==> src/common/mem_pkg.sv <==
package mem_pkg;

  localparam int XLEN    = 64;
  localparam int REGNO_W = 5;
  localparam int OP_W    = 4;
  localparam int STRB_W  = XLEN / 8;

  localparam logic [OP_W-1:0] OP_NONE = 4'd0;
  localparam logic [OP_W-1:0] OP_LB   = 4'd1;
  localparam logic [OP_W-1:0] OP_LBU  = 4'd2;
  localparam logic [OP_W-1:0] OP_LH   = 4'd3;
  localparam logic [OP_W-1:0] OP_LHU  = 4'd4;
  localparam logic [OP_W-1:0] OP_LW   = 4'd5;
  localparam logic [OP_W-1:0] OP_LWU  = 4'd6;
  localparam logic [OP_W-1:0] OP_LD   = 4'd7;
  localparam logic [OP_W-1:0] OP_SB   = 4'd8;
  localparam logic [OP_W-1:0] OP_SH   = 4'd9;
  localparam logic [OP_W-1:0] OP_SW   = 4'd10;
  localparam logic [OP_W-1:0] OP_SD   = 4'd11;

  // Single level paging
  localparam int PAGE_BITS     = 12;
  localparam int PT_INDEX_BITS = 10;
  localparam int PPN_W         = 44;
  localparam int VPN_W         = XLEN - PAGE_BITS;
  localparam int TLB_ENTRIES   = 8;
  localparam int TLB_IDX_W     = $clog2(TLB_ENTRIES);
  localparam int TLB_TAG_W     = VPN_W - TLB_IDX_W;

  // One doubleword per line
  localparam int CACHE_LINES = 64;
  localparam int LINE_OFF_W  = 3;
  localparam int CACHE_IDX_W = $clog2(CACHE_LINES);
  localparam int CACHE_TAG_W = XLEN - CACHE_IDX_W - LINE_OFF_W;

  localparam int STATE_W = 2;
  localparam logic [STATE_W-1:0] ST_IDLE      = 2'd0;
  localparam logic [STATE_W-1:0] ST_TRANSLATE = 2'd1;
  localparam logic [STATE_W-1:0] ST_ACCESS    = 2'd2;

  typedef union packed {
    logic [XLEN-1:0] data;
    struct packed {
      logic [9:0]       rsvd_hi;
      logic [PPN_W-1:0] ppn;      // Bits 53:10
      logic [8:0]       rsvd_lo;
      logic             valid;
    } pte;
  } mem_word_u;

endpackage

==> src/dtlb/dtlb.sv <==
module dtlb import mem_pkg::*; (
  input  logic            clk,
  input  logic            reset,
  input  logic            flush,
  input  logic [XLEN-1:0] ptbr,
  input  logic            lookup,
  input  logic [XLEN-1:0] vaddr,
  output logic            done,
  output logic [XLEN-1:0] paddr,
  output logic            req_valid,
  output logic [XLEN-1:0] req_addr,
  input  logic            resp_valid,
  input  mem_word_u       resp_data
);

  logic [TLB_ENTRIES-1:0] valid;
  logic [TLB_TAG_W-1:0]   tag_mem [TLB_ENTRIES];
  logic [PPN_W-1:0]       ppn_mem [TLB_ENTRIES];
  logic [VPN_W-1:0]       vpn;
  logic [TLB_IDX_W-1:0]   idx;
  logic                   hit;
  logic                   walking;
  logic [VPN_W-1:0]       vpn_q;
  logic [PAGE_BITS-1:0]   off_q;
  logic [TLB_IDX_W-1:0]   fill_idx;
  logic [XLEN-1:0]        pte_offset;

  assign vpn      = vaddr[XLEN-1:PAGE_BITS];
  assign idx      = vpn[TLB_IDX_W-1:0];
  assign fill_idx = vpn_q[TLB_IDX_W-1:0];
  // A lookup during flush sees the cleared table
  assign hit = valid[idx] && (tag_mem[idx] == vpn[VPN_W-1:TLB_IDX_W]) && !flush;

  // Upper VPN bits ignored by the page table
  assign pte_offset = {{(XLEN-PT_INDEX_BITS-3){1'b0}}, vpn[PT_INDEX_BITS-1:0], 3'b000};
  assign req_valid  = lookup && !hit;
  assign req_addr   = ptbr + pte_offset;

  always_ff @(posedge clk) begin
    if (reset) begin
      valid   <= '0;
      walking <= 1'b0;
      done    <= 1'b0;
    end else begin
      done <= lookup && hit;
      if (flush) begin
        valid <= '0;
      end
      if (lookup && !hit) begin
        walking <= 1'b1;
      end
      if (walking && resp_valid) begin
        walking         <= 1'b0;
        done            <= 1'b1;
        valid[fill_idx] <= resp_data.pte.valid;
      end
    end
  end

  always_ff @(posedge clk) begin
    if (lookup) begin
      vpn_q <= vpn;
      off_q <= vaddr[PAGE_BITS-1:0];
    end
    if (lookup && hit) begin
      paddr <= {{(XLEN-PPN_W-PAGE_BITS){1'b0}}, ppn_mem[idx], vaddr[PAGE_BITS-1:0]};
    end
    if (walking && resp_valid) begin
      tag_mem[fill_idx] <= vpn_q[VPN_W-1:TLB_IDX_W];
      ppn_mem[fill_idx] <= resp_data.pte.ppn;
      paddr <= {{(XLEN-PPN_W-PAGE_BITS){1'b0}}, resp_data.pte.ppn, off_q};
    end
  end

  a_one_walk: assert property (@(posedge clk) disable iff (reset) walking |-> !lookup);

endmodule

==> config.mk <==
export PLATFORM = sky130hd
export DESIGN_NAME = dtlb
export DESIGN_NICKNAME = d
export VERILOG_FILES = /design/src/common/mem_pkg.sv /design/src/dtlb/dtlb.sv
export SDC_FILE = /design/constraint.sdc
export NUM_CORES = 1
export LEC_CHECK = 0
export CORE_ASPECT_RATIO = 2
export CORE_MARGIN = 2
export CORE_UTILIZATION = 68
export DETAILED_ROUTE_END_ITERATION = 7
export DONT_BUFFER_PORTS = 1
export GPL_TIMING_DRIVEN = 0
export PLACE_DENSITY = 0.82
export SYNTH_ARGS = -nofsm -noshare
export SYNTH_HDL_FRONTEND = slang
export SYNTH_SLANG_ARGS = --single-unit
export TNS_END_PERCENT = 1
==> constraint.sdc <==
create_clock -name clk -period 37.2 [get_ports clk]
set_input_delay 7.44 -clock clk [delete_from_list [all_inputs] [get_ports clk]]
set_output_delay 7.44 -clock clk [all_outputs]
set_load 0.1 [all_outputs]
# Yosys cells after proc, flatten, opt, wreduce, memory -nomap -nowiden
# Memory sizes are Yosys's and may differ from the RTL's.
# Cells that the tools add are included.
# word_totals
ff_bits,130
latchBits,0
ramBits,744
rom_bits,0
in_bits,197
word_cells,36
n_memories,2
# mem_list
name,words,width,read_ports,rd_ports_with_merged_regs,write_ports,line_no,rtl
tag_mem,8,49,1,0,1,dtlb.sv:17,logic [TLB_TAG_W-1:0] tag_mem [TLB_ENTRIES];
ppn_mem,8,44,1,0,1,dtlb.sv:18,logic [PPN_W-1:0] ppn_mem [TLB_ENTRIES];
# classes
addsub,1
n_mul,0
div_mod_pow,0
magnitude_cmp,3
eq_ne,1
shift,0
muxes,13
bitwise_logic,0
reduce_logical,10
# ops
op,count
$mux W56,2
$add A64 B13 Y64,1
$eq A49 B49 Y1,1
$mux W8,3
$bwmux W8,1
$lt A3 B4 Y1 const B,2
$logic_and A1 B1 Y1,6
$mux W1,5
$bmux W1 S3,1
$demux W1 S3,1
$ge A3 B1 Y1 const B,1
$logic_not A1 Y1,2
$reduce_bool A2 Y1,1
$reduce_or A2 Y1,1

# Depth between registers and ports, before layout
# logic_depth
ltp_word,7
depth_mapped,12

# Worst setup path after synthesis
# No wires, ideal clock.
# synth_timing
path_type,input port to output port
from,input ptbr[3]
to,output req_addr[53]
arrival_ns,10.943
required_time_ns,29.760
slack_ns,18.817
cell_stages,10
path_buffers,1
cell_sequence,ha_1 > fa_1 > a21o_1 > a21oi_1 > o21bai_1 > a21oi_1 > o31a_1 > buf_1 > nor3_1 > xnor2_1
# synth_via
elab_chain_len,1
# synth_rtl
element,line_no,rtl
"start, declared",dtlb.sv:5,"input logic [XLEN-1:0] ptbr,"
$add A64 B13 Y64,dtlb.sv:37,assign req_addr = ptbr + pte_offset;
"end, declared",dtlb.sv:11,"output logic [XLEN-1:0] req_addr,"
# No other way between the ends.

# Worst setup path in the final report
# layout_timing
from,input vaddr[14]
to,output req_valid
# layout_via
elab_chain_len,6
# layout_rtl
element,line_no,rtl
"start, declared",dtlb.sv:7,"input logic [XLEN-1:0] vaddr,"
$mem_v2 Z8 W49 / $bmux W1 S3 (equally long branches),--,
$eq A49 B49 Y1 / $mux W1 (equally long branches),dtlb.sv:32,assign hit = valid[idx] && (tag_mem[idx] == vpn[VPN_W-1:TLB_IDX_W]) && !flush;
$logic_and A1 B1 Y1 * (2 in a row),dtlb.sv:32,
$logic_not A1 Y1 *,dtlb.sv:36,assign req_valid = lookup && !hit;
$logic_and A1 B1 Y1 *,dtlb.sv:36,
"end, declared",dtlb.sv:10,"output logic req_valid,"
# Every way passes the cells marked *; elsewhere a longest branch is shown, timed or not. The select of a mux whose other input is x is not followed.

==> impl_table.tex <==
\begin{tabular}{lr}
\hline
Metric & Value \\
\hline
\multicolumn{2}{l}{\textbf{Clock network}} \\
\quad Count of clock tree sinks & 874 \\
\quad Number of hold buffers added after CTS & 0 \\
\quad Total CTS buffers & 72 \\
\quad TritonCTS clock tree & yes \\
\quad Total setup buffers inserted after CTS & 0 \\
\quad Clock Latency Late Sink & 0.61 ns \\
\quad Clock-pin slew on the worst setup and hold paths & 0.07 ns \\
\quad Root buffer cell & clkbuf\_16 \\
\quad Maximum number of buffers from clock root to sink & 3 \\
\quad Quantity of gates resized following cts & 0 \\
\quad Count of H-tree levels built during CTS & 3 \\
\multicolumn{2}{l}{\textbf{Critical path}} \\
\quad CP arrival & 11.91 ns \\
\quad Critical path launch point type & input pin \\
\quad R2R depth & 10 \\
\quad Flop-to-flop setup slack & 32.47 ns \\
\quad Crit path largest cell delay & 1.03 ns \\
\quad Max FO, Critical Path & 10 \\
\quad Worst reg2reg startpoint & tag\_mem[2][22] \\
\quad Setup Crit Path Kind & input pin to output pin \\
\quad End of the worst register-to-register path & paddr[29] \\
\quad Critical path capture point type & output pin \\
\quad Series of cell instances along the critical path & buf\_2, buf\_4, buf\_4, buf\_2, mux4\_2, mux2i\_1, xor2\_1, o21ai\_0, nor4\_1, nand4\_1, o31a\_1 \\
\quad Data required time of the critical path & 29.76 ns \\
\quad Library cell contributing the largest single delay on the critical path & nor4\_1 \\
\multicolumn{2}{l}{\textbf{Detailed routing}} \\
\quad Wire length on met3 & 7.72 mm \\
\quad Drt wl/cell & 31.5 µm \\
\quad Vias/cell & 6.88 \\
\quad DR pass1 iterations & 7 \\
\quad Wirelength, routed & 87.0 mm \\
\quad Total via count after detailed routing & 19000 \\
\quad DRC violation count after routing & 0 \\
\quad Uppermost layer routed & met5 \\
\quad Met1 routed wirelength after detailed routing & 27.9 mm \\
\quad Detail Route met2 WL & 46.6 mm \\
\quad Violation count after the first detailed-route iteration & 2225 \\
\quad Number of antenna-violating nets in the routed design & 0 \\
\multicolumn{2}{l}{\textbf{STA}} \\
\quad Final-layout setup total negative slack & 0 ns \\
\quad Hold Vio Cnt, Final & 0 \\
\quad Fmax achieved & 0.0517 GHz \\
\quad Transition at the pin with the smallest max-transition slack & 1.43 ns \\
\quad Final worst path period share & 0.520 \\
\quad Number of failing setup endpoints in the final timing report & 0 \\
\quad Unrepaired setup endpoints after global routing & no \\
\quad Final worst path period need & 19.35 ns \\
\quad Worst Hold Margin & 0.561 ns \\
\quad Post-Route Skew & 0.0158 ns \\
\quad Setup slack after layout & 17.85 ns \\
\quad Pins Over Slew Limit & 0 \\
\quad Worst relative slew slack & 0.0307 \\
\multicolumn{2}{l}{\textbf{Finish}} \\
\quad Net count of the finished layout & 2256 \\
\quad Layout cell share with drive strength beyond 1 & 0.248 \\
\quad Area Overhead vs Synth & 13.7\% \\
\multicolumn{2}{l}{\textbf{Pwr}} \\
\quad Power density of the placed cells & 51.4 nW/µm² \\
\quad Leakage power & 13.3 nW \\
\quad Peak supply drop & 0.0624 mV \\
\quad Tot Pwr & 0.00204 W \\
\multicolumn{2}{l}{\textbf{Global routing}} \\
\quad All-Layer GR Usage & 0.333 \\
\quad Number of antenna violations at the first check in global routing & 5 \\
\quad Global-route wire length before repair & 127 mm \\
\quad Via count of the first global-routing pass & 20200 \\
\quad Pin count of the biggest net entering global routing & 68 \\
\quad Global route overflow & 0 \\
\multicolumn{2}{l}{\textbf{Synthesis}} \\
\quad Netlist area before placement & 35000 µm² \\
\quad Total of flip-flops plus latches after synthesis & 874 \\
\quad Sequential element share of the synthesized area & 0.748 \\
\quad Yosys cell types & 67 \\
\quad Warnings, synthesis & 0 \\
\quad Flip-flop cell with the highest count after synthesis & edfxtp\_1 \\
\quad Syn\_area\_per\_cell & 18.8 µm² \\
\quad Number of enable flip-flop cells after synthesis & 864 \\
\quad Synthesized netlist cell count & 1857 \\
\quad Fraction of synthesis flops using an asynchronous set or reset pin & 0 \\
\multicolumn{2}{l}{\textbf{Hold path}} \\
\quad Endpoint with the worst hold slack & paddr[6] \\
\quad Hold/Removal Path Class & register to register \\
\quad Hold path startpoint & off\_q[6] \\
\quad Number of cells on the worst hold path & 1 \\
\multicolumn{2}{l}{\textbf{Floorplan}} \\
\quad Starting density of the core & 0.688 \\
\quad IO Pins & 327 \\
\quad Die outline height & 325 µm \\
\quad Core box area & 50800 µm² \\
\quad Total die area & 53400 µm² \\
\quad Width of the die & 164 µm \\
\quad Std cell rows & 117 \\
\multicolumn{2}{l}{\textbf{Placement}} \\
\quad Worst slack after detailed placement & 17.99 ns \\
\quad Buffers on Ports & 0 \\
\quad Final weighted congestion of routability-driven global placement & 0.953 \\
\quad DP Wirelength & 59.5 mm \\
\multicolumn{2}{l}{\textbf{Job}} \\
\quad Reported max-cap violation count & 0 \\
\multicolumn{2}{l}{\textbf{Outcome}} \\
\quad Result of the run & complete, no violations \\
\hline
\end{tabular}
-- cells in the mapped netlist (5+ instances only) --
master,number,area share
nand3_1,20,0.0029
ha_1,10,0.0036
dfxtp_1,10,0.0057
nor2_1,71,0.0076
inv_1,20,0.0021
a22oi_1,27,0.0058
mux4_2,122,0.079
nor3b_1,7,0.0015
nand2b_1,7,0.0013
edfxtp_1,864,0.74
buf_4,20,0.0043
a21o_1,7,0.0015
and4_1,5,0.0013
xor2_1,50,0.013
a21oi_1,75,0.011
nand4_1,12,0.0021
buf_1,15,0.0016
buf_6,8,0.0026
xnor2_1,22,0.0055
or3_1,12,0.0021
mux2_2,56,0.018
o21ai_0,17,0.0024
buf_2,25,0.0036
nor3_1,26,0.0037
nand2_1,47,0.0050
nor4_1,24,0.0043
o22ai_1,33,0.0059
mux2_1,5,0.0016
and3_1,15,0.0027
mux2i_1,137,0.039
clkbuf_1,26,0.0028
-- sequential cells by signal, summed over array words and instances (netlist names) --
register  flops
done          1
off_q        12
paddr        56
ppn_mem     352
tag_mem     392
valid         8
vpn_q        52
walking       1
-- logic make-up (layout without fill, tap and decap cells) --
kind of cell / Yosys count / in the layout / synth area share
AND/OR/NAND/NOR: 268 / 268 / 0.0394
AO/OA/AOI/OAI: 193 / 193 / 0.0343
adder cells (fa/ha/maj): 11 / 11 / 0.00415
XOR/XNOR: 72 / 72 / 0.0180
flip-flops: 874 / 874 / 0.748
other: 1 / 10 / 0.000107
buffers and inverters: 115 / 353 / 0.0171
multiplexers: 323 / 323 / 0.139
-- cells in the final DEF (no fill, tap or decap), types with 13 or more instances in the layout --
cell type / instances
edfxtp_1: 864
mux2i_1: 137
mux4_2: 122
a21oi_1: 75
clkbuf_16: 75
nor2_1: 69
buf_6: 67
buf_4: 63
mux2_2: 56
nand2_1: 47
clkbuf_1: 40
xor2_2: 37
o22ai_1: 33
a22oi_1: 27
buf_2: 25
nor3_1: 24
nor4_1: 23
xnor2_2: 21
nand3_1: 20
inv_1: 20
o21ai_0: 17
and3_1: 15
buf_1: 15
clkinv_2: 14
xor2_1: 13
-- worst max-delay path: cells and delay by family --
kind	cells	cell delay [ns]
simple gates	2	1.45
buf+inv	4	1.20
compound gates	2	0.94
mux	2	0.61
xor+xnor	1	0.23
-- how the worst max path moves through the flow --
stage / slack, ns / depth (start not counted) / start / to
finish: 17.85 / 11 / vaddr[14] / req_valid
global route: 17.88 / 11 / vaddr[13] / req_valid
CTS: 17.98 / 12 / vaddr[13] / req_valid
detailed placement: 17.99 / 12 / vaddr[13] / req_valid
global placement: 8.87 / 4 / resp_valid / valid[4]
floorplan: 18.82 / 10 / ptbr[3] / req_addr[53]
-- layout make-up --
class                           instances  area, µm²
Fill cell                            2535      11000
Timing Repair Buffer                  110       1130
Sequential cell                       874      26100
Multi-Input combinational cell        875       8750
Clock buffer                           89       1930
Tap cell                              654        818
Clock inverter                         39        378
Buffer                                 94        519
Inverter                               21       78.8
Antenna cell                            2       5.00
-- layer usage --
layer  vias to the layer above  GRT usage
li1                       7825          -
met2                      1281      0.582
met4                         4      0.174
met1                      9599      0.379
met5                         -          0
met3                       277     0.0752
-- stage by stage --
stage | utilization | cells | cell area (µm²)
floorplan | - | 1864 | 35000
global placement | 0.705 | 2518 | 35800
detailed placement | 0.737 | 2628 | 37400
CTS | 0.782 | 2756 | 39700
global route | 0.783 | 2758 | 39800
finish | 0.783 | 2758 | 39800
-- where the power goes --
group          leakage [nW]  switching, W  total (W)  internal, W
sequential             7.93     0.0000313    0.00114      0.00111
combinational          4.25      0.000106   0.000152    0.0000458
clock                  1.13      0.000334   0.000753     0.000419
total                  13.3      0.000472    0.00204      0.00157
No activity file was read; power rests on OpenSTA's default activity.
