===== config.mk =====
export PLATFORM = sky130hd
export DESIGN_NAME = bus_arbiter
export DESIGN_NICKNAME = d
export VERILOG_FILES = /design/src/common/mem_pkg.sv /design/src/verilog/bus_arbiter.sv
export SDC_FILE = /design/constraint.sdc
export NUM_CORES = 1
export LEC_CHECK = 0
export BUFFER_PORTS_ARGS = -buffer_cell sky130_fd_sc_hd__buf_4
export CAP_MARGIN = 30
export CORE_AREA = 2 2 211 213
export DETAILED_ROUTE_END_ITERATION = 16
export DIE_AREA = 0 0 213 215
export PLACE_DENSITY = 0.39
export SETUP_SLACK_MARGIN = 0.05
export SLEW_MARGIN = 20
export SYNTH_ARGS = -nofsm -noshare
export SYNTH_HDL_FRONTEND = slang
export SYNTH_SLANG_ARGS = --single-unit

===== constraint.sdc =====
create_clock -name clk -period 1.2 [get_ports clk]
set_clock_uncertainty 0.1 [all_clocks]
set_input_delay 0.24 -clock clk [delete_from_list [all_inputs] [get_ports clk]]
set_output_delay 0.24 -clock clk [all_outputs]
set_load 0.01 [all_outputs]

===== src/common/mem_pkg.sv =====
package mem_pkg;

  localparam int XLEN    = 64;
  localparam int REGNO_W = 5;
  localparam int OP_W    = 4;
  localparam int STRB_W  = XLEN / 8;

  localparam logic [OP_W-1:0] OP_NONE = 4'd0;
  localparam logic [OP_W-1:0] OP_LB   = 4'd1;
  localparam logic [OP_W-1:0] OP_LBU  = 4'd2;
  localparam logic [OP_W-1:0] OP_LH   = 4'd3;
  localparam logic [OP_W-1:0] OP_LHU  = 4'd4;
  localparam logic [OP_W-1:0] OP_LW   = 4'd5;
  localparam logic [OP_W-1:0] OP_LWU  = 4'd6;
  localparam logic [OP_W-1:0] OP_LD   = 4'd7;
  localparam logic [OP_W-1:0] OP_SB   = 4'd8;
  localparam logic [OP_W-1:0] OP_SH   = 4'd9;
  localparam logic [OP_W-1:0] OP_SW   = 4'd10;
  localparam logic [OP_W-1:0] OP_SD   = 4'd11;

  // Single level paging
  localparam int PAGE_BITS     = 12;
  localparam int PT_INDEX_BITS = 10;
  localparam int PPN_W         = 44;
  localparam int VPN_W         = XLEN - PAGE_BITS;
  localparam int TLB_ENTRIES   = 8;
  localparam int TLB_IDX_W     = $clog2(TLB_ENTRIES);
  localparam int TLB_TAG_W     = VPN_W - TLB_IDX_W;

  // One doubleword per line
  localparam int CACHE_LINES = 64;
  localparam int LINE_OFF_W  = 3;
  localparam int CACHE_IDX_W = $clog2(CACHE_LINES);
  localparam int CACHE_TAG_W = XLEN - CACHE_IDX_W - LINE_OFF_W;

  localparam int STATE_W = 2;
  localparam logic [STATE_W-1:0] ST_IDLE      = 2'd0;
  localparam logic [STATE_W-1:0] ST_TRANSLATE = 2'd1;
  localparam logic [STATE_W-1:0] ST_ACCESS    = 2'd2;

  typedef union packed {
    logic [XLEN-1:0] data;
    struct packed {
      logic [9:0]       rsvd_hi;
      logic [PPN_W-1:0] ppn;      // Bits 53:10
      logic [8:0]       rsvd_lo;
      logic             valid;
    } pte;
  } mem_word_u;

endpackage


===== src/verilog/bus_arbiter.sv =====
module bus_arbiter import mem_pkg::*; (
  input  logic              clk,
  input  logic              reset,
  input  logic              tlb_req_valid,
  input  logic [XLEN-1:0]   tlb_req_addr,
  output logic              tlb_resp_valid,
  output mem_word_u         tlb_resp_data,
  input  logic              cache_req_valid,
  input  logic              cache_req_we,
  input  logic [XLEN-1:0]   cache_req_addr,
  input  logic [XLEN-1:0]   cache_req_wdata,
  input  logic [STRB_W-1:0] cache_req_strb,
  output logic              cache_resp_valid,
  output mem_word_u         cache_resp_data,
  output logic              bus_req_valid,
  output logic              bus_req_we,
  output logic [XLEN-1:0]   bus_req_addr,
  output logic [XLEN-1:0]   bus_req_wdata,
  output logic [STRB_W-1:0] bus_req_strb,
  input  logic              bus_resp_valid,
  input  mem_word_u         bus_resp_data
);

  logic busy;
  logic owner_tlb;

  // TLB wins a same cycle request
  assign bus_req_valid = tlb_req_valid || cache_req_valid;
  assign bus_req_we    = tlb_req_valid ? 1'b0 : cache_req_we;
  assign bus_req_addr  = tlb_req_valid ? tlb_req_addr : cache_req_addr;
  assign bus_req_wdata = tlb_req_valid ? '0 : cache_req_wdata;
  assign bus_req_strb  = tlb_req_valid ? '0 : cache_req_strb;

  assign tlb_resp_valid   = bus_resp_valid && busy && owner_tlb;
  assign cache_resp_valid = bus_resp_valid && busy && !owner_tlb;
  assign tlb_resp_data    = bus_resp_data;
  assign cache_resp_data  = bus_resp_data;

  always_ff @(posedge clk) begin
    if (reset) begin
      busy      <= 1'b0;
      owner_tlb <= 1'b0;
    end else if (bus_req_valid) begin
      busy      <= 1'b1;
      owner_tlb <= tlb_req_valid;
    end else if (bus_resp_valid) begin
      busy <= 1'b0;
    end
  end

  a_single_txn: assert property (@(posedge clk) disable iff (reset) busy |-> !bus_req_valid);

endmodule


[Word level (Yosys, flattened, before mapping)]
Cells that the tools add are included.
Storage, ports and cells
  register bits after elaboration: 2
  latch bits: 0
  memory bits (writable): 0
  memory bits (read-only): 0
  input bits: 270
  output and inout port bits: 268
  memories kept: 0
Cells by class
  add/subtract/negate cells: 0
  multiply operators: 0
  div/mod/pow operators: 0
  order comparisons: 0
  equal/unequal tests: 0
  shift-type cells: 0
  muxes and demuxes: 6
  bitwise gates (word level): 0
  reduce and logical (&&, ||, !) cells: 6
Operators by type and width (number)
  $mux 64: 2
  $mux 8: 1
  $logic_and 1x1->1: 3
  $mux 1: 3
  $reduce_bool 2->1: 1
  $logic_not 1->1: 1
  $logic_or 1x1->1: 1

[Longest topological paths before layout]
Gate-level depths: netlist of the first run.
  word-level depth: 2
  gate-level depth with buffers: 4
  mapped depth without buffers: 2

[Worst setup path after synthesis of the first run]
OpenSTA, ideal clock, no wires.
  path kind: input-to-output
  start: in tlb_req_valid
  end: out bus_req_addr[28]
  arrival time: 0.925 ns
  required time: 0.860 ns
  setup slack: -0.065 ns
  stages: 3
  buffers on the path: 2
  cell sequence: buf_2 -> buf_4 -> mux2_2
On the way
  word-level cells in the longest chain between the ends: 1
RTL lines
  start: declaration: RTL line bus_arbiter.sv:4  | input logic tlb_req_valid,
  $mux 64: RTL line bus_arbiter.sv:30  | assign bus_req_addr = tlb_req_valid ? tlb_req_addr : cache_req_addr;
  end: declaration: RTL line bus_arbiter.sv:17  | output logic [XLEN-1:0] bus_req_addr,
No other way between the ends.

[Worst setup path after layout of the first run]
  start: in tlb_req_valid
  end: out bus_req_addr[33]
The elaborated chain is that of the path after synthesis.

==> reports/summary.txt, run 1 <==
Status - finished, violations left
Failing checks - negative setup slack
GR Overflow Total - 0
Wire per inst - 12.99 um
Top cell type's share of synthesized area - 0.4288
Synth Instances - 292
Flip-flop and latch count after synthesis - 2
Simple-gate share of the synthesized area - 0.2106
Clock share of power - 0.182
P_int - 1941 uW
Register area share after synthesis - 0.01733
Final Non-Filler Cells - 1125
Largest net degree at the start of global routing - 16
CTS Sinks - 2
Die area - 45800 sq um
Max Slew Vio Count - 0
I/O Pins - 538
Adder-cell share of the synthesized area - 0
Nets - 805
Relative slew slack - 0.9035
DP HPWL - 11340 um
Yosys warns - 0
Layout cells sized above 1 - 0.9156
Antenna Cells - 0
Vias in the first global route - 2993
Worst hold slack - 0.07454 ns
CTS buffer count - 3
Root Buffer - clkbuf_16
CTS tree - yes
RSZ-0062 raised after global routing - yes
Initial antenna violation count - 1
Switching power - 809.5 uW
Placer Congestion - 0.7417
DIE HEIGHT - 215 um
Total GRT Usage - 0.05230
Complex-gate fraction of the synthesized area - 0.004331
Clk pin slew, worst setup/hold paths - 0.03 ns
Sw Share - 0.2944
Critical Path RT - 0.86 ns
Pwr Density - 453.2 nW/um^2
Crit Path Max Fanout - 13
Fin crit period - 1.388 ns
Total number of vias - 2903
Global-route wire length before repair - 17620 um
Synthesized area per cell - 7.914 sq um
Total Negative Setup Slacks - -12.31 ns
Post-synthesis mux area share - 0.3119
Pre-CTS setup slack - -0.3425 ns
Finish-stage setup viols - 117
Clk Latency, worst-skew pair - 0.22 ns
Tightest Pin Transition - 0.1448 ns
Largest area contributor in the netlist - buf_4
DRT Wirelength - 14610 um
CP Launch Type - primary input
IO Port Bufs - 345
Hold Crit Class - primary input to register
Width of the die - 213 um
Final period utilization - 1.157
Peak VDD IR - 0.3082 mV
Placed Cells - 1102
Htree depth - 1
Main combinational cell family by area after synthesis - buffers and inverters
Sequential share of power - 0.028
Crit Path Category - primary input to primary output
Hold Fails Final Rpt - 0
Initial Util - 0.05295
Core area - 43640 sq um
Max-cap viol count - 0
Routed Antenna Nets - 0
Vias per cell - 2.580
Synthesis-to-layout area growth - 162.6%
Initial drt markers - 39
Max Clk Rate - 720.5 MHz
Syn nets - 562
Power Total - 2750 uW
Post-synthesis xor/xnor area fraction - 0
Lkg Pwr - 0.002984 uW
Combinational share of power - 0.790
Post-Syn Area - 2311 sq um
Drc violations - 0
Arrival time worst endpoint - 1.05 ns
DR pass1 iterations - 4
Crit. End Element - primary output
Clock Tree Buf Depth - 2
Synth area leaders - buf_4, mux2_2, nor2b_1
Setup slack after layout - -0.1880 ns
Synth cell types - 11
Rows - 77
stage by stage:
step                  util  cell area, sq um
finish              0.1390              6068
global route        0.1390              6068
CTS                 0.1254              5472
floorplan                -              2465
global placement    0.1113              4857
detailed placement  0.1113              4857
placed cells by master (no fill, tap or decap), drive strengths merged:
cell and n:
buf 378, nor2b 73, mux2 64, clkbuf 6, nand2b 2, a21oi 2, dfxtp 2, nor2 2
inv 2, and3 1, nand2 1
Yosys cell counts (all sizes together):
| cell | count |
|---|---|
| a21oi | 2 |
| and3 | 1 |
| buf | 143 |
| dfxtp | 2 |
| inv | 2 |
| mux2 | 64 |
| nand2 | 1 |
| nand2b | 2 |
| nor2 | 2 |
| nor2b | 73 |
routing by layer:
metal  GRT usage  vias to the layer above  part of all wire
met4     0.01469                        4             0.023
li1            -                     1287                 -
met5    0.007543                        -            0.0044
met3     0.02777                       31              0.16
met2      0.1041                      309              0.52
met1     0.04289                     1272              0.29
state kept, by name, indices dropped and copies added (netlist names):
register and cells:
busy 1, owner_tlb 1
power by group through the flow:
| stage | combinational (uW) | sequential (uW) | clock (uW) |
|---|---|---|---|
| 2_1_floorplan | 1050 | 74.7 | 0 |
| 3_3_place_gp | 1690 | 75.4 | 0 |
| 3_5_place_dp | 1690 | 75.4 | 0 |
| 4_1_cts | 1950 | 76.0 | 504 |
| 5_1_grt | 2300 | 77.9 | 513 |
| 6_report | 2170 | 76.7 | 500 |
final cells by class:
class | instances | area, sq um
Fill cell | 4921 | 37570
Timing Repair Buffer | 381 | 3517
Clock buffer | 3 | 75.07
Tap cell | 592 | 740.7
Multi-Input combinational cell | 145 | 1685
Inverter | 2 | 7.507
Sequential cell | 2 | 42.54
path summary, 6_finish.rpt:
path	start	to	slack (ns)	cells past startpoint
max	tlb_req_valid	bus_req_addr[33]	-0.19	4
min	reset	busy$_SDFFE_PP0P_	0.07	2
max reg2reg	owner_tlb$_SDFFE_PP0P_	owner_tlb$_SDFFE_PP0P_	0.51	2
min reg2reg	busy$_SDFFE_PP0P_	busy$_SDFFE_PP0P_	0.38	2
repair_timing:
item | 4_1_cts | 5_1_grt
gates resized for setup | 100 | 118
endpoints found under the setup margin | 138 | 137
cloned | 5 | 3
endpoints found under the hold margin | 0 | 0
pin swaps | 1 | 1
setup buffers | 6 | 6
hold buffers | 0 | 0
worst max-delay path, cell delays in order:
cell and delay, ns:
buf_16 0.14, buf_16 0.18, mux2_4 0.33, buf_6 0.12
kinds of logic after synthesis:
| logic type | count (synthesis) |
|---|---|
| DFF | 2 |
| buffers and inverters | 145 |
| AOI/OAI and AO/OA | 2 |
| muxes | 64 |
| and+or+nand+nor | 79 |
Note: power is estimated with default switching activity, not from simulation.
==> run 2, diff against run 1 <==
Settings changed: HOLD_SLACK_MARGIN from default to 0.15.
==> reports/summary.txt, run 2 (synthesis gave the netlist of run 1 again) <==
P_int - 1943 uW
Initial drt markers - 39
Hold wc startpoint - bus_resp_valid
Cells on worst reg2reg path - 2
Clk pin slew, worst setup/hold paths - 0.03 ns
Synthesis-to-layout area growth - 163.0%
CTS tree - yes
Placer Congestion - 0.7417
Final period utilization - 1.157
Pre-CTS setup slack - -0.3425 ns
Top flop regs - busy: 1 flops, owner_tlb: 1 flops
DR pass1 iterations - 3
Lkg Pwr - 0.002988 uW
Die area - 45800 sq um
Sequential share of power - 0.028
Peak VDD IR - 0.3083 mV
Global-route wire length before repair - 17630 um
Crit. End Element - primary output
Rows - 77
Most frequent cells in the layout - buf_4, buf_6, mux2_4
Combinational share of power - 0.791
Tightest Pin Transition - 0.1448 ns
Switching power - 810.6 uW
Status - finished, violations left
GR Overflow Total - 0
WHS Endpoint - busy$_SDFFE_PP0P_
Worst hold slack - 0.2006 ns
Drc violations - 0
Clk Latency, worst-skew pair - 0.22 ns
Pwr Density - 453.0 nW/um^2
Arrival time worst endpoint - 1.05 ns
Vias per cell - 2.583
Clock share of power - 0.181
Max-cap viol count - 0
CTS Sinks - 2
Initial Util - 0.05295
RR Startpoint - owner_tlb$_SDFFE_PP0P_
CTS buffer count - 3
Initial antenna violation count - 1
IO Port Bufs - 345
Finish-stage setup viols - 117
Sw Share - 0.2944
Antenna Cells - 0
RSZ-0062 raised after global routing - yes
Total GRT Usage - 0.05230
R2R Setup Slk - 0.51 ns
Crit Path Max Fanout - 13
Hold Crit Class - primary input to register
Commonest non-fill, non-tap cell in the layout - buf_4
Width of the die - 213 um
Largest net degree at the start of global routing - 16
DRT Wirelength - 14640 um
Hold Fails Final Rpt - 0
# fillers - 4920
Worst r2r dst - owner_tlb$_SDFFE_PP0P_
Power Total - 2753 uW
Total Negative Setup Slacks - -12.33 ns
Wire per inst - 13.00 um
Clock Tree Buf Depth - 2
I/O Pins - 538
Failing checks - negative setup slack
Max Clk Rate - 720.4 MHz
Layout cells sized above 1 - 0.9139
Fin crit period - 1.388 ns
Max Slew Vio Count - 0
Root Buffer - clkbuf_16
Crit Path Category - primary input to primary output
Relative slew slack - 0.9035
Setup slack after layout - -0.1881 ns
Total number of vias - 2909
Htree depth - 1
Hold path cells - 3
DP HPWL - 11340 um
DIE HEIGHT - 215 um
CP Launch Type - primary input
Nets - 806
Critical Path RT - 0.86 ns
Core area - 43640 sq um
Vias in the first global route - 2999
Routed Antenna Nets - 0
CP startpoint - tlb_req_valid
==> run 2: cell types whose count changed in the layout (fill, tap and decap cells not counted) <==
cell,previous run,this run
dlygate4sd3_1,0,1
==> run 2: per-stage QoR <==
stage | utilization | instances | instance area (sq um)
final | 0.1393 | 1126 | 6078
after global routing | 0.1393 | 1126 | 6078
after global placement | 0.1113 | 1102 | 4857
after detailed placement | 0.1113 | 1102 | 4857
after floorplan | - | 292 | 2465
after CTS | 0.1256 | 1117 | 5482
==> run 2: timing repair <==
| action | CTS | global route |
|---|---|---|
| gates cloned | 5 | 3 |
| endpoints found under the hold margin | 2 | 0 |
| hold buffers | 1 | 0 |
| gates resized for setup | 100 | 118 |
| setup endpoints to repair | 138 | 137 |
| pin swaps | 1 | 1 |
| setup buffers | 6 | 6 |
==> run 2: critical path, stage by stage <==
cell and delay [ns]:
buf_16 0.14, buf_16 0.18, mux2_4 0.33, buf_6 0.12
==> run 2: how the worst max path moves through the flow <==
stage                        to  slack (ns)
2_1_floorplan  bus_req_addr[58]        0.04
3_3_place_gp   bus_req_addr[62]       -0.32
3_5_place_dp    bus_req_addr[7]       -0.34
4_1_cts         bus_req_addr[5]       -0.21
5_1_grt        bus_req_addr[33]       -0.21
6_report       bus_req_addr[33]       -0.19
==> run 2: area by class of cell <==
type / count / area [sq um] / area share
Timing Repair Buffer: 382 / 3527 / 0.5803
Tap cell: 592 / 740.7 / 0.1219
Multi-Input combinational cell: 145 / 1685 / 0.2773
Sequential cell: 2 / 42.54 / 0.006999
Inverter: 2 / 7.507 / 0.001235
Clock buffer: 3 / 75.07 / 0.01235
==> run 2: routing by layer <==
layer / GRT usage / part of all wire / routed length, um / up-vias
li1: - / - / - / 1289
met1: 0.04289 / 0.29 / 4295 / 1277
met2: 0.1041 / 0.52 / 7633 / 308
met3: 0.02777 / 0.16 / 2313 / 31
met4: 0.01469 / 0.023 / 336 / 4
met5: 0.007543 / 0.0044 / 64 / -
==> run 2: power groups by stage <==
| stage | clock [uW] | sequential [uW] | combinational (uW) |
|---|---|---|---|
| 2_1_floorplan | 0 | 74.7 | 1050 |
| 3_3_place_gp | 0 | 75.4 | 1690 |
| 3_5_place_dp | 0 | 75.4 | 1690 |
| 6_report | 499 | 76.7 | 2180 |
| 4_1_cts | 504 | 76.0 | 1950 |
| 5_1_grt | 513 | 77.9 | 2310 |
==> run 3, diff against run 2 <==
Settings changed: PLACE_DENSITY 0.39 to 0.38.
Clock period 1.2 ns to 1.6 ns, I/O delays scaled along.
==> reports/summary.txt, run 3 (synthesis gave the netlist of run 1 again) <==
Status - finished, final reports clean
Global-route wire length before repair - 18280 um
RR Startpoint - owner_tlb$_SDFFE_PP0P_
Clock Tree Buf Depth - 2
GR met3 Demand/Resource - 0.01987
Placer Congestion - 0.7272
CTS Sinks - 2
Initial antenna violation count - 0
Tightest Pin Transition - 0.1596 ns
Rows - 77
Lkg Pwr - 0.002594 uW
Crit Path Max Fanout - 10
Peak VDD IR - 0.1609 mV
Clk pin slew, worst setup/hold paths - 0.03 ns
Final period utilization - 0.9687
Total GRT Usage - 0.05461
Drc violations - 0
Fin crit period - 1.550 ns
Total number of vias - 2744
CP Launch Type - primary input
CTS tree - yes
GR peak layer - met2
Final Non-Filler Cells - 1112
Met1 Usage GRT - 0.06588
Initial Util - 0.05295
Most frequent cells in the layout - buf_4, nor2b_1, mux2_4
Root Buffer - clkbuf_16
Max Slew Vio Count - 0
Die area - 45800 sq um
Antenna Cells - 0
Nets - 792
DRT Wirelength - 14260 um
Cts hold-fix bufs - 0
Vias per cell - 2.468
# fillers - 5042
Setup slack after layout - 0.05013 ns
GR Overflow Total - 0
Wire per inst - 12.83 um
DP HPWL - 10130 um
RSZ-0062 raised after global routing - yes
Cells on worst reg2reg path - 2
Met2 Track Usage GR - 0.09001
Max-cap viol count - 0
Routed Antenna Nets - 0
Arrival time worst endpoint - 1.13 ns
I/O Pins - 538
Placed Cells - 1095
Critical Path RT - 1.18 ns
IO Port Bufs - 345
Hold Fails Final Rpt - 0
CTS buffer count - 3
Vias in the first global route - 2716
Max Clk Rate - 645.2 MHz
Crit Path Category - primary input to primary output
Hold Crit Class - primary input to register
Initial drt markers - 41
Crit. End Element - primary output
Htree depth - 1
Finish-stage setup viols - 0
CP startpoint - tlb_req_valid
DIE HEIGHT - 215 um
Commonest non-fill, non-tap cell in the layout - buf_4
Core area - 43640 sq um
Layout cells sized above 1 - 0.8577
Synthesis-to-layout area growth - 132.6%
Clk Latency, worst-skew pair - 0.22 ns
Largest net degree at the start of global routing - 13
R2R Setup Slk - 0.90 ns
Pre-CTS setup slack - -0.08334 ns
Width of the die - 213 um
Top flop regs - busy: 1 flops, owner_tlb: 1 flops
Pwr Density - 342.3 nW/um^2
Worst r2r dst - owner_tlb$_SDFFE_PP0P_
Critical Path Sink - bus_req_addr[54]
DR pass1 iterations - 4
Relative slew slack - 0.8934
[run 3: where the power goes]
group	internal, uW	switching (uW)
registers	53.8	2.25
clock network	318	57.0
logic	922	487
total	1290	546
[run 3: how the worst min path moves through the flow]
| stage | from | endpoint | depth (start not counted) |
|---|---|---|---|
| detailed placement | busy$_SDFFE_PP0P_ | busy$_SDFFE_PP0P_ | 2 |
| finish | reset | owner_tlb$_SDFFE_PP0P_ | 2 |
| global route | reset | owner_tlb$_SDFFE_PP0P_ | 2 |
| global placement | owner_tlb$_SDFFE_PP0P_ | owner_tlb$_SDFFE_PP0P_ | 2 |
| floorplan | reset | busy$_SDFFE_PP0P_ | 1 |
| CTS | reset | busy$_SDFFE_PP0P_ | 2 |
[run 3: area by class of cell]
class,count,area [sq um],area share
inverters,2,7.507,0.001397
well taps,592,740.7,0.1378
flip-flops and latches,2,40.04,0.007449
clock buffers,3,75.07,0.01397
repair buffers,368,3117,0.5798
multi-input cells,145,1395,0.2595
[run 3: what timing repair did]
item / 4_1_cts / 5_1_grt
cloned: 9 / 1
pin swaps: 1 / 0
setup endpoints to repair: 90 / 60
hold endpoints to repair: 0 / 0
resized for setup: 80 / 15
setup buffers: 8 / 0
[run 3: metal layers]
metal | up-vias | routed length [um]
met5 | - | 48
met2 | 250 | 6683
met1 | 1201 | 5652
li1 | 1258 | -
met4 | 2 | 273
met3 | 33 | 1605
[run 3: stage by stage]
step | hold WS, ns | total power, uW | TNS, ns | util | area, sq um
after floorplan | 0.2891 | 791.6 | 0 | - | 2311
after global placement | 0.3727 | 1250 | -2.292 | 0.1074 | 4688
after detailed placement | 0.3825 | 1245 | -2.645 | 0.1074 | 4688
after CTS | 0.1611 | 1876 | 0 | 0.1239 | 5408
after global routing | 0.1744 | 1951 | 0 | 0.1232 | 5375
final | 0.1651 | 1840 | 0 | 0.1232 | 5375
[run 3: critical path: stages]
cell	delay, ns
buf_16	0.14
buf_16	0.16
mux2_2	0.34
buf_4	0.14
